`src/lsuPkg.sv`:
```
// lsuPkg: shared opcode, request and state types plus decode helpers for the load/store unit
`default_nettype none

package lsuPkg;

  ////////////////////////////////////////
  // memory opcodes
  ////////////////////////////////////////

  // {store bit, funct3}; funct3[2] unsigned, funct3[1:0] size
  typedef enum logic [3:0] {
    lb  = 4'b0000,
    lh  = 4'b0001,
    lw  = 4'b0010,
    ld  = 4'b0011,
    lbu = 4'b0100,
    lhu = 4'b0101,
    lwu = 4'b0110,
    sb  = 4'b1000,
    sh  = 4'b1001,
    sw  = 4'b1010,
    sd  = 4'b1011
  } memOpT;

  // one access as handed in by the pipeline
  typedef struct packed {
    memOpT       op;
    logic [15:0] adr;        // byte address, word index on top
    logic [63:0] writeData;  // low Xlen bits used
    logic        fpAccess;   // fp load/store, enables NaN boxing
  } lsuReqT;

  typedef enum logic [1:0] {
    idle,
    waitMem,
    complete
  } lsuStateT;

  ////////////////////////////////////////
  // decode helpers
  ////////////////////////////////////////

  // 0 byte, 1 half, 2 word, 3 double
  function automatic logic [1:0] opSize(memOpT op);
    return op[1:0];
  endfunction

  function automatic logic opUnsigned(memOpT op);
    return op[2];  // zero-extend on load
  endfunction

  function automatic logic opIsStore(memOpT op);
    return op[3];
  endfunction

endpackage

`default_nettype wire

```
`src/latencyTimer.sv`:
```
// latencyTimer: down-counter that models the memory wait and flags when it runs out
`default_nettype none

module latencyTimer #(
  parameter int MemLatency = 3  // wait cycles, 1..15
) (
  input  logic clk,
  input  logic arstN,
  input  logic load,     // restart the wait
  output logic expired   // count hit zero after a load
);

  logic [3:0] count;
  logic       running;   // gates expired so it needs a load first

  always_ff @(posedge clk or negedge arstN) begin
    if (!arstN) begin
      count   <= '0;
      running <= 1'b0;
    end else if (load) begin
      count   <= 4'(MemLatency);
      running <= 1'b1;
    end else if (running) begin
      if (count == 4'd0) begin
        running <= 1'b0;       // one expired cycle only
      end else begin
        count <= count - 4'd1;
      end
    end
  end

  assign expired = running && (count == 4'd0);

endmodule

`default_nettype wire

```
`src/lsuFsm.sv`:
```
// lsuFsm: sequences one access through idle, memory wait and complete, driving write and capture
`default_nettype none

module lsuFsm (
  input  logic              clk,
  input  logic              arstN,
  input  logic              start,
  input  logic              expired,      // from latencyTimer
  input  logic              isStore,      // registered request is a store
  output logic              busy,
  output logic              done,
  output logic              timerLoad,
  output logic              ramWrite,
  output logic              captureRead,
  output lsuPkg::lsuStateT  state
);

  import lsuPkg::*;

  lsuStateT nextState;

  ////////////////////////////////////////
  // state register
  ////////////////////////////////////////

  always_ff @(posedge clk or negedge arstN) begin
    if (!arstN) begin
      state <= idle;
    end else begin
      state <= nextState;
    end
  end

  always_comb begin
    nextState = state;
    case (state)
      idle:     if (start) nextState = waitMem;
      waitMem:  if (expired) nextState = complete;
      complete: nextState = idle;      // start here is dropped
      default:  nextState = idle;
    endcase
  end

  ////////////////////////////////////////
  // outputs
  ////////////////////////////////////////

  assign busy      = (state == waitMem);
  assign done      = (state == complete);
  assign timerLoad = (state == idle) && start;   // kick the wait off with the request

  // store data lands at the edge closing complete
  assign ramWrite = (state == complete) && isStore;

  // load result is taken on the step into complete
  // so it sits next to done for that one cycle
  assign captureRead = (state == waitMem) && expired && !isStore;

endmodule

`default_nettype wire

```
`src/subwordWrite.sv`:
```
// subwordWrite: replicates store data across byte lanes and builds the byte enables
`default_nettype none

module subwordWrite #(
  parameter int Xlen = 64
) (
  input  lsuPkg::lsuReqT     req,
  output logic [Xlen-1:0]    wordData,
  output logic [Xlen/8-1:0]  byteEn
);

  import lsuPkg::*;

  localparam int Lanes   = Xlen / 8;
  localparam int OffBits = $clog2(Lanes);

  // base masks, shifted to the aligned lane below
  localparam logic [Lanes-1:0] ByteMask = Lanes'(1);
  localparam logic [Lanes-1:0] HalfMask = Lanes'(2'b11);
  localparam logic [Lanes-1:0] WordMask = Lanes'(4'hf);

  logic [Xlen-1:0]    storeData;
  logic [OffBits-1:0] laneOff;
  logic [OffBits-1:0] halfOff;
  logic [OffBits-1:0] wordOff;

  assign storeData = req.writeData[Xlen-1:0];
  assign laneOff   = req.adr[OffBits-1:0];
  assign halfOff   = laneOff & ~OffBits'(1);  // align down to 2
  assign wordOff   = laneOff & ~OffBits'(3);  // align down to 4, zero at Xlen 32

  always_comb begin
    case (opSize(req.op))
      2'd0: begin                                  // sb
        wordData = {Lanes{storeData[7:0]}};
        byteEn   = ByteMask << laneOff;
      end
      2'd1: begin                                  // sh
        wordData = {(Xlen/16){storeData[15:0]}};
        byteEn   = HalfMask << halfOff;
      end
      2'd2: begin                                  // sw
        wordData = {(Xlen/32){storeData[31:0]}};
        byteEn   = WordMask << wordOff;
      end
      default: begin                               // sd, whole word at either Xlen
        wordData = storeData;
        byteEn   = '1;
      end
    endcase
  end

endmodule

`default_nettype wire

```
`src/subwordRead.sv`:
```
// subwordRead picks the addressed byte, halfword or word and extends or NaN-boxes it
`default_nettype none

module subwordRead #(
  parameter int Xlen = 64
) (
  input  logic [Xlen-1:0]  readDataWord,
  input  logic [2:0]       adr,
  input  lsuPkg::memOpT    op,
  input  logic             fpAccess,
  output logic [Xlen-1:0]  readData
);

  import lsuPkg::*;

  logic [7:0]  byteSel;
  logic [15:0] halfSel;
  logic        isUns;
  logic        halfFill;   // upper fill bit for lh/flh

  assign isUns    = opUnsigned(op);
  assign halfFill = !isUns && (halfSel[15] || fpAccess);   // boxing only on signed ops

  if (Xlen == 64) begin : gRead64
    logic [31:0] wordSel;
    logic        wordFill;   // upper fill bit for lw/flw

    // byte and halfword lanes, indexed by the low address bits
    assign byteSel  = readDataWord[8*adr[2:0] +: 8];
    assign halfSel  = readDataWord[16*adr[2:1] +: 16];
    assign wordSel  = adr[2] ? readDataWord[63:32] : readDataWord[31:0];
    assign wordFill = !isUns && (wordSel[31] || fpAccess);

    ////////////////////////////////////////
    // extension mux
    ////////////////////////////////////////
    always_comb begin
      case (opSize(op))
        2'd0:    readData = {{(Xlen-8){byteSel[7] && !isUns}}, byteSel};   // lb/lbu
        2'd1:    readData = {{(Xlen-16){halfFill}}, halfSel};              // lh/lhu/flh
        2'd2:    readData = {{(Xlen-32){wordFill}}, wordSel};              // lw/lwu/flw
        default: readData = readDataWord;                                  // ld
      endcase
    end
  end else begin : gRead32
    assign byteSel  = readDataWord[8*adr[1:0] +: 8];
    assign halfSel  = adr[1] ? readDataWord[31:16] : readDataWord[15:0];

    always_comb begin
      case (opSize(op))
        2'd0:    readData = {{(Xlen-8){byteSel[7] && !isUns}}, byteSel};
        2'd1:    readData = {{(Xlen-16){halfFill}}, halfSel};
        default: readData = readDataWord;   // lw, lwu and ld all raw
      endcase
    end
  end

endmodule

`default_nettype wire

```
`src/dataRam.sv`:
```
// dataRam: word-wide synchronous data memory with per-byte write enables
`default_nettype none

module dataRam #(
  parameter int Xlen     = 64,
  parameter int MemWords = 64
) (
  input  logic                         clk,
  input  logic                         we,
  input  logic [Xlen/8-1:0]            byteEn,
  input  logic [$clog2(MemWords)-1:0]  wordAdr,
  input  logic [Xlen-1:0]              writeWord,
  output logic [Xlen-1:0]              readWord
);

  localparam int Lanes = Xlen / 8;

  logic [Xlen-1:0] mem [MemWords];

  ////////////////////////////////////////
  // byte-lane write
  ////////////////////////////////////////

  always_ff @(posedge clk) begin
    if (we) begin
      for (int i = 0; i < Lanes; i++) begin
        if (byteEn[i]) begin
          mem[wordAdr][8*i +: 8] <= writeWord[8*i +: 8];
        end
      end
    end
  end

  // registered read, every cycle
  // old data on a same-address write
  always_ff @(posedge clk) begin
    readWord <= mem[wordAdr];
  end

endmodule

`default_nettype wire

```
`src/loadStoreUnit.sv`:
```
// loadStoreUnit: memory-stage load/store unit, one access in flight over a slow data RAM
`default_nettype none

module loadStoreUnit #(
  parameter int Xlen       = 64,
  parameter int MemWords   = 64,
  parameter int MemLatency = 3
) (
  input  logic            clk,
  input  logic            arstN,
  input  logic            start,
  input  lsuPkg::lsuReqT  req,
  output logic            busy,
  output logic            done,
  output logic [Xlen-1:0] readData   // valid while done
);

  import lsuPkg::*;

  localparam int OffBits = $clog2(Xlen / 8);
  localparam int AdrBits = $clog2(MemWords);

  lsuReqT              reqQ;
  lsuStateT            fsmState;
  logic                timerLoad;
  logic                expired;
  logic                ramWrite;
  logic                captureRead;
  logic [Xlen-1:0]     wrWord;
  logic [Xlen/8-1:0]   wrByteEn;
  logic [Xlen-1:0]     ramWord;
  logic [Xlen-1:0]     loadData;

  ////////////////////////////////////////
  // request and result registers
  ////////////////////////////////////////

  always_ff @(posedge clk or negedge arstN) begin
    if (!arstN) begin
      reqQ     <= '0;
      readData <= '0;
    end else begin
      if (start && fsmState == idle) reqQ <= req;   // dropped while in flight
      if (captureRead) readData <= loadData;
    end
  end

  lsuFsm lsuFsm_i (
    .clk, .arstN, .start, .expired,
    .isStore    (opIsStore(reqQ.op)),
    .busy, .done, .timerLoad, .ramWrite, .captureRead,
    .state      (fsmState)
  );

  latencyTimer #(.MemLatency(MemLatency)) latencyTimer_i (
    .clk, .arstN, .load(timerLoad), .expired
  );

  subwordWrite #(.Xlen(Xlen)) subwordWrite_i (
    .req(reqQ), .wordData(wrWord), .byteEn(wrByteEn)
  );

  dataRam #(.Xlen(Xlen), .MemWords(MemWords)) dataRam_i (
    .clk, .we(ramWrite), .byteEn(wrByteEn),
    .wordAdr   (reqQ.adr[OffBits +: AdrBits]),   // word index above the lane bits
    .writeWord (wrWord),
    .readWord  (ramWord)
  );

  subwordRead #(.Xlen(Xlen)) subwordRead_i (
    .readDataWord(ramWord), .adr(reqQ.adr[2:0]), .op(reqQ.op),
    .fpAccess(reqQ.fpAccess), .readData(loadData)
  );

endmodule

`default_nettype wire

```
`config.mk`:
```
export PLATFORM = sky130hd
export DESIGN_NAME = loadStoreUnit
export DESIGN_NICKNAME = d
export VERILOG_FILES = /design/src/lsuPkg.sv /design/src/latencyTimer.sv /design/src/lsuFsm.sv /design/src/subwordWrite.sv /design/src/subwordRead.sv /design/src/dataRam.sv /design/src/loadStoreUnit.sv
export SDC_FILE = /design/constraint.sdc
export NUM_CORES = 2
export LEC_CHECK = 0
export BUFFER_PORTS_ARGS = -buffer_cell sky130_fd_sc_hd__buf_2
export CAP_MARGIN = 20
export CELL_PAD_IN_SITES_DETAIL_PLACEMENT = 1
export CELL_PAD_IN_SITES_GLOBAL_PLACEMENT = 1
export CORE_MARGIN = 5
export CORE_UTILIZATION = 59
export DETAILED_ROUTE_END_ITERATION = 10
export GPL_ROUTABILITY_DRIVEN = 0
export MAX_ROUTING_LAYER = met4
export PLACE_DENSITY_LB_ADDON = 0.1
export SKIP_LAST_GASP = 1
export SYNTH_ARGS = -nofsm -noshare
export SYNTH_HDL_FRONTEND = slang
export SYNTH_HIERARCHICAL = 1
export SYNTH_SLANG_ARGS = --single-unit
```
`constraint.sdc`:
```
create_clock -name clk -period 6.2 [get_ports clk]
set_input_delay 0.62 -clock clk [delete_from_list [all_inputs] [get_ports clk]]
set_output_delay 0.62 -clock clk [all_outputs]
set_load 0.01 [all_outputs]
```
* After elaboration in Yosys (flattened, before gate mapping)
Memory sizes are Yosys's and may differ from the RTL's. A register that Yosys moved wholly into a read port is not among the register bits.
Cells that the tools add are included.
** Storage, ports and cells
- Output and inout port bits :: 66
- RAM bits :: 4096
- Register bits :: 149
- Input bits :: 88
- Memories kept :: 1
** Operators by class
- Eq/ne operators :: 7
- Mux-type cells :: 37
- $add $sub $neg :: 1
- Shifts and indexed selects :: 5
- Reduce and logical (&&, ||, !) cells :: 18
** Memory list
- dataRam_i.mem :: depth 64, width 64, read ports 1, clocked after memory_dff 1, write ports 1, RTL line dataRam.sv:18 : logic [Xlen-1:0] mem [MemWords];
** Operators by type and width (count)
- $pmux 64 s3 :: 2
- $shiftx 64x7->16 :: 1
- $shiftx 64x7->8 :: 1
- $mux 32 :: 1
- $mux 1 :: 27
- $pmux 8 s3 :: 1
- $mux 4 :: 3
- $logic_and 1x1->1 :: 8
- $shl 1x3->8 const A :: 1
- $shl 2x3->8 const A :: 1
- $shl 4x3->8 const A :: 1
- $eq 2x1->1 const B :: 2
- $eq 2x2->1 const B :: 2
- $logic_not 2->1 :: 2
- $logic_not 4->1 :: 1
- $mux 2 :: 2
- $ne 2x1->1 const B :: 2
- $pmux 2 s2 :: 1
- $reduce_and 2->1 :: 2
- $sub 4x1->4 const B :: 1
- $logic_not 1->1 :: 2
- $logic_or 1x1->1 :: 2
- $ne 2x2->1 const B :: 1
- $reduce_bool 2->1 :: 1

* Longest topological paths before layout
- Word-level depth :: 5
- Gate-level depth with buffers :: 12
- Mapped depth without buffers :: 7

* Modules after synthesis
Netlist, hierarchy kept.
** Modules (own cells, without submodules)
- dataRam :: sequential area each 124279.2 um^2, cells each 8986, area each 156610.2 um^2, times used 1
- loadStoreUnit :: sequential area each 3728.6 um^2, cells each 315, area each 5532.8 um^2, times used 1
- subwordRead :: sequential area each 0.0 um^2, cells each 280, area each 1890.6 um^2, times used 1
- subwordWrite :: sequential area each 0.0 um^2, cells each 154, area each 1203.7 um^2, times used 1
- latencyTimer :: sequential area each 125.1 um^2, cells each 27, area each 284.0 um^2, times used 1
- lsuFsm :: sequential area each 50.0 um^2, cells each 11, area each 112.6 um^2, times used 1

* Least setup slack after synthesis
No wires, ideal clock.
- Path kind :: reg-to-reg
- Start :: register reqQ[81] (netlist bit)
- End :: memory dataRam_i.mem[0][47], data pin
- Required time :: 5651 ps
- Cell stages (with the launch flop) :: 6
- Data arrival time :: 2763 ps
- Period minus slack after synthesis :: 3312 ps
- Setup time :: 549 ps
- Path slack :: 2888 ps
- Path buffers :: 3
- Path through :: dfrtp_1 -> buf_6 -> buf_12 -> buf_12 -> mux2i_1 -> a21oi_1
** On the way
- Longest elaborated chain between the ends :: 2
** RTL lines
- start: declaration :: RTL line loadStoreUnit.sv:23 : lsuReqT reqQ;
- start signal: assignment :: RTL line loadStoreUnit.sv:43 : if (start && fsmState == idle) reqQ <= req;
- $eq 2x2->1 (tied with other cells) :: RTL line subwordWrite.sv:33 : case (opSize(req.op))
- $pmux 64 s3 (*) :: RTL line subwordWrite.sv:33
- net wrWord[47] :: RTL line loadStoreUnit.sv:29 : logic [Xlen-1:0] wrWord;
- end: declaration :: RTL line dataRam.sv:18
The timed path passes the listed nets; every way through them passes the cells marked *.

* Worst setup path after layout
- Start :: register reqQ[70] (netlist bit)
- End :: memory dataRam_i.mem[13][39] (enable)
Straight into the memory's write port.

==> flow_metrics.tcl <==
set metrics [dict create \
    status "completed" \
    final_max_slew_viol_count 0 \
    fin_skew_ns 0.0520 \
    clock_path_buffers 4 \
    arrival_ns 5.21 \
    cts_buffers 425 \
    vias 108000 \
    ant_nets 0 \
    dr.first_iter.drc_count 19700 \
    cp_slowest_cell "nor2_4" \
    synthesis.area_mm2 0.165 \
    cp_data_required_time_ns 6.79 \
    leakagePower_uw 0.0580 \
    syn_inst 9759 \
    initial_core_util_pct 59.2 \
    holdWs_ns 0.0239 \
    drc 0 \
    rsz0062_at_grt "no" \
    drive_above_1_share_pct 15.3 \
    synthToLayoutAreaGrowth_pct 12.4 \
    fin_nets 9984 \
    drt-vias-per-instance 7.66 \
    dr.pass1.iters 6 \
    insertion_delay_ns 1.01 \
    yosys_warnings 6 \
    path_cells "inv_8, nor2_4, buf_4, nand2_1, nor2_1" \
    setup-tns-final_ns 0 \
    grt_pass1_vias 107000 \
    die_area_mm2 0.291 \
    htreeDepth 5 \
    clk_pin_slew_ns 0.07 \
    p_per_area_mw_per_mm2 583 \
    die_w_um 539 \
    ios 154 \
    hold_viol 0 \
    rows 194 \
    critical_path.max_stage_delay_ns 1.05 \
    cts.repair.resized 0 \
    irDropWorstVdd_mv 1.27 \
    tritoncts "yes" \
    tightest_slew_ns 1.34 \
    grt_pass1_wl_mm 849 \
    fmax_mhz 216 \
    portBuffers 146 \
    hold_class "in -> reg" \
    antenna_found_initial 45 \
    core_mm2 0.279 \
    wl_mm 614 \
    worstSetupPathType "reg -> reg" \
    cp-end-kind "register" \
    relSlewSlack_pct 10.6 \
    critPathLaunchType "register" \
    cp_max_fo 61 \
    gr-total-overflow 0 \
    period_share_pct 74.5 \
    period_minus_slack_ns 4.62 \
    cts_sinks 4309 \
    gr-usage-all-layers_pct 42.5 \
    syn_nets 9849 \
    wire_per_inst_um 43.5 \
    synth.avg_cell_area_um2 16.9 \
    setup_violations 0 \
    drv_cap 0 \
    hpwl_mm 368 \
    grt_max_degree 127 \
    die_h_um 539 \
    cts_root_buf "clkbuf_16" \
]
-- sequential cells by signal, indices dropped and copies added (netlist names) --
register	count
dataRam_i/mem	4096
dataRam_i/readWord	64
latencyTimer_i/running	1
reqQ	78
readData	64
lsuFsm_i/state	2
latencyTimer_i/count	4
-- metal layers --
layer,wire length (um),track usage [%]
met5,0,-
met4,43200,24.6
met3,92500,13.9
met2,275000,60.9
met1,203000,53.3
-- where the power goes --
group	leakage, uW	total (uW)	internal (uW)	switching [uW]
Combinational	0.0119	40200	9370	30800
Sequential	0.0392	41600	39700	1890
Clock	0.00691	26500	15200	11300
Total	0.0580	108000	64200	44000
-- worst max-delay path: cells and delay by family, from the launching register on --
kind          cells  cell delay, ns
simple gates      3            2.43
buf+inv           2            0.88
flops             1            0.81
-- stage by stage --
stage	setup WS [ns]	cell area, um^2	utilization (%)	cells	power [uW]
2_1_floorplan	2.89	165000	-	9759	60500
3_3_place_gp	1.99	170000	61.1	13100	78000
3_5_place_dp	1.78	170000	61.1	13100	79600
4_1_cts	1.77	185000	66.4	14000	106000
5_1_grt	1.52	186000	66.5	14100	110000
6_report	1.58	186000	66.6	14100	108000
-- timing repair --
item / 4_1_cts / 5_1_grt
setup buffers: 0 / 0
hold endpoints to repair: 97 / 0
hold buffers: 75 / 0
-- cell usage in the layout, fill, tap and decap left out, drive strengths merged, types with 12 or more instances in the layout --
master / n
and2: 16
inv: 29
clkinv: 169
or4: 23
mux2i: 159
o211ai: 24
nor3: 88
o22ai: 460
a22o: 32
nor2: 672
nand2: 260
nand4: 16
a211oi: 14
dlygate4sd3: 75
nand2b: 14
clkinvlp: 18
edfxtp: 4096
mux2: 359
nor4: 71
dfrtp: 149
diode: 115
a211o: 17
o21ai: 91
dfxtp: 64
nor2b: 20
or3: 12
a221oi: 928
bufinv: 50
mux4: 44
buf: 445
a221o: 23
o221ai: 45
a21oi: 194
a22oi: 833
o22a: 80
o2111ai: 14
clkbuf: 550
-- path summary, 6_finish.rpt --
kind,start,end,slack (ns),cells after the start
max,reqQ[70],dataRam_i/mem[13][39],1.58,5
min,req[70],reqQ[70],0.02,2
max reg2reg,reqQ[70],dataRam_i/mem[13][39],1.58,5
min reg2reg,readData[48],readData[48],0.50,1
max in group asynchronous,arstN,reqQ[5],4.94,3
min in group asynchronous,arstN,readData[60],0.12,2
-- final cells by class --
cell class                      instances  area, um^2
Antenna cell                          115         288
Clock buffer                          550       11500
Clock inverter                        249        2660
Fill cell                           23300       93300
Inverter                               17        81.3
Multi-Input combinational cell       4621       34200
Sequential cell                      4309      128000
Tap cell                             3724        4660
Timing Repair Buffer                  520        4360
Note: power is estimated with default switching activity, not from simulation.
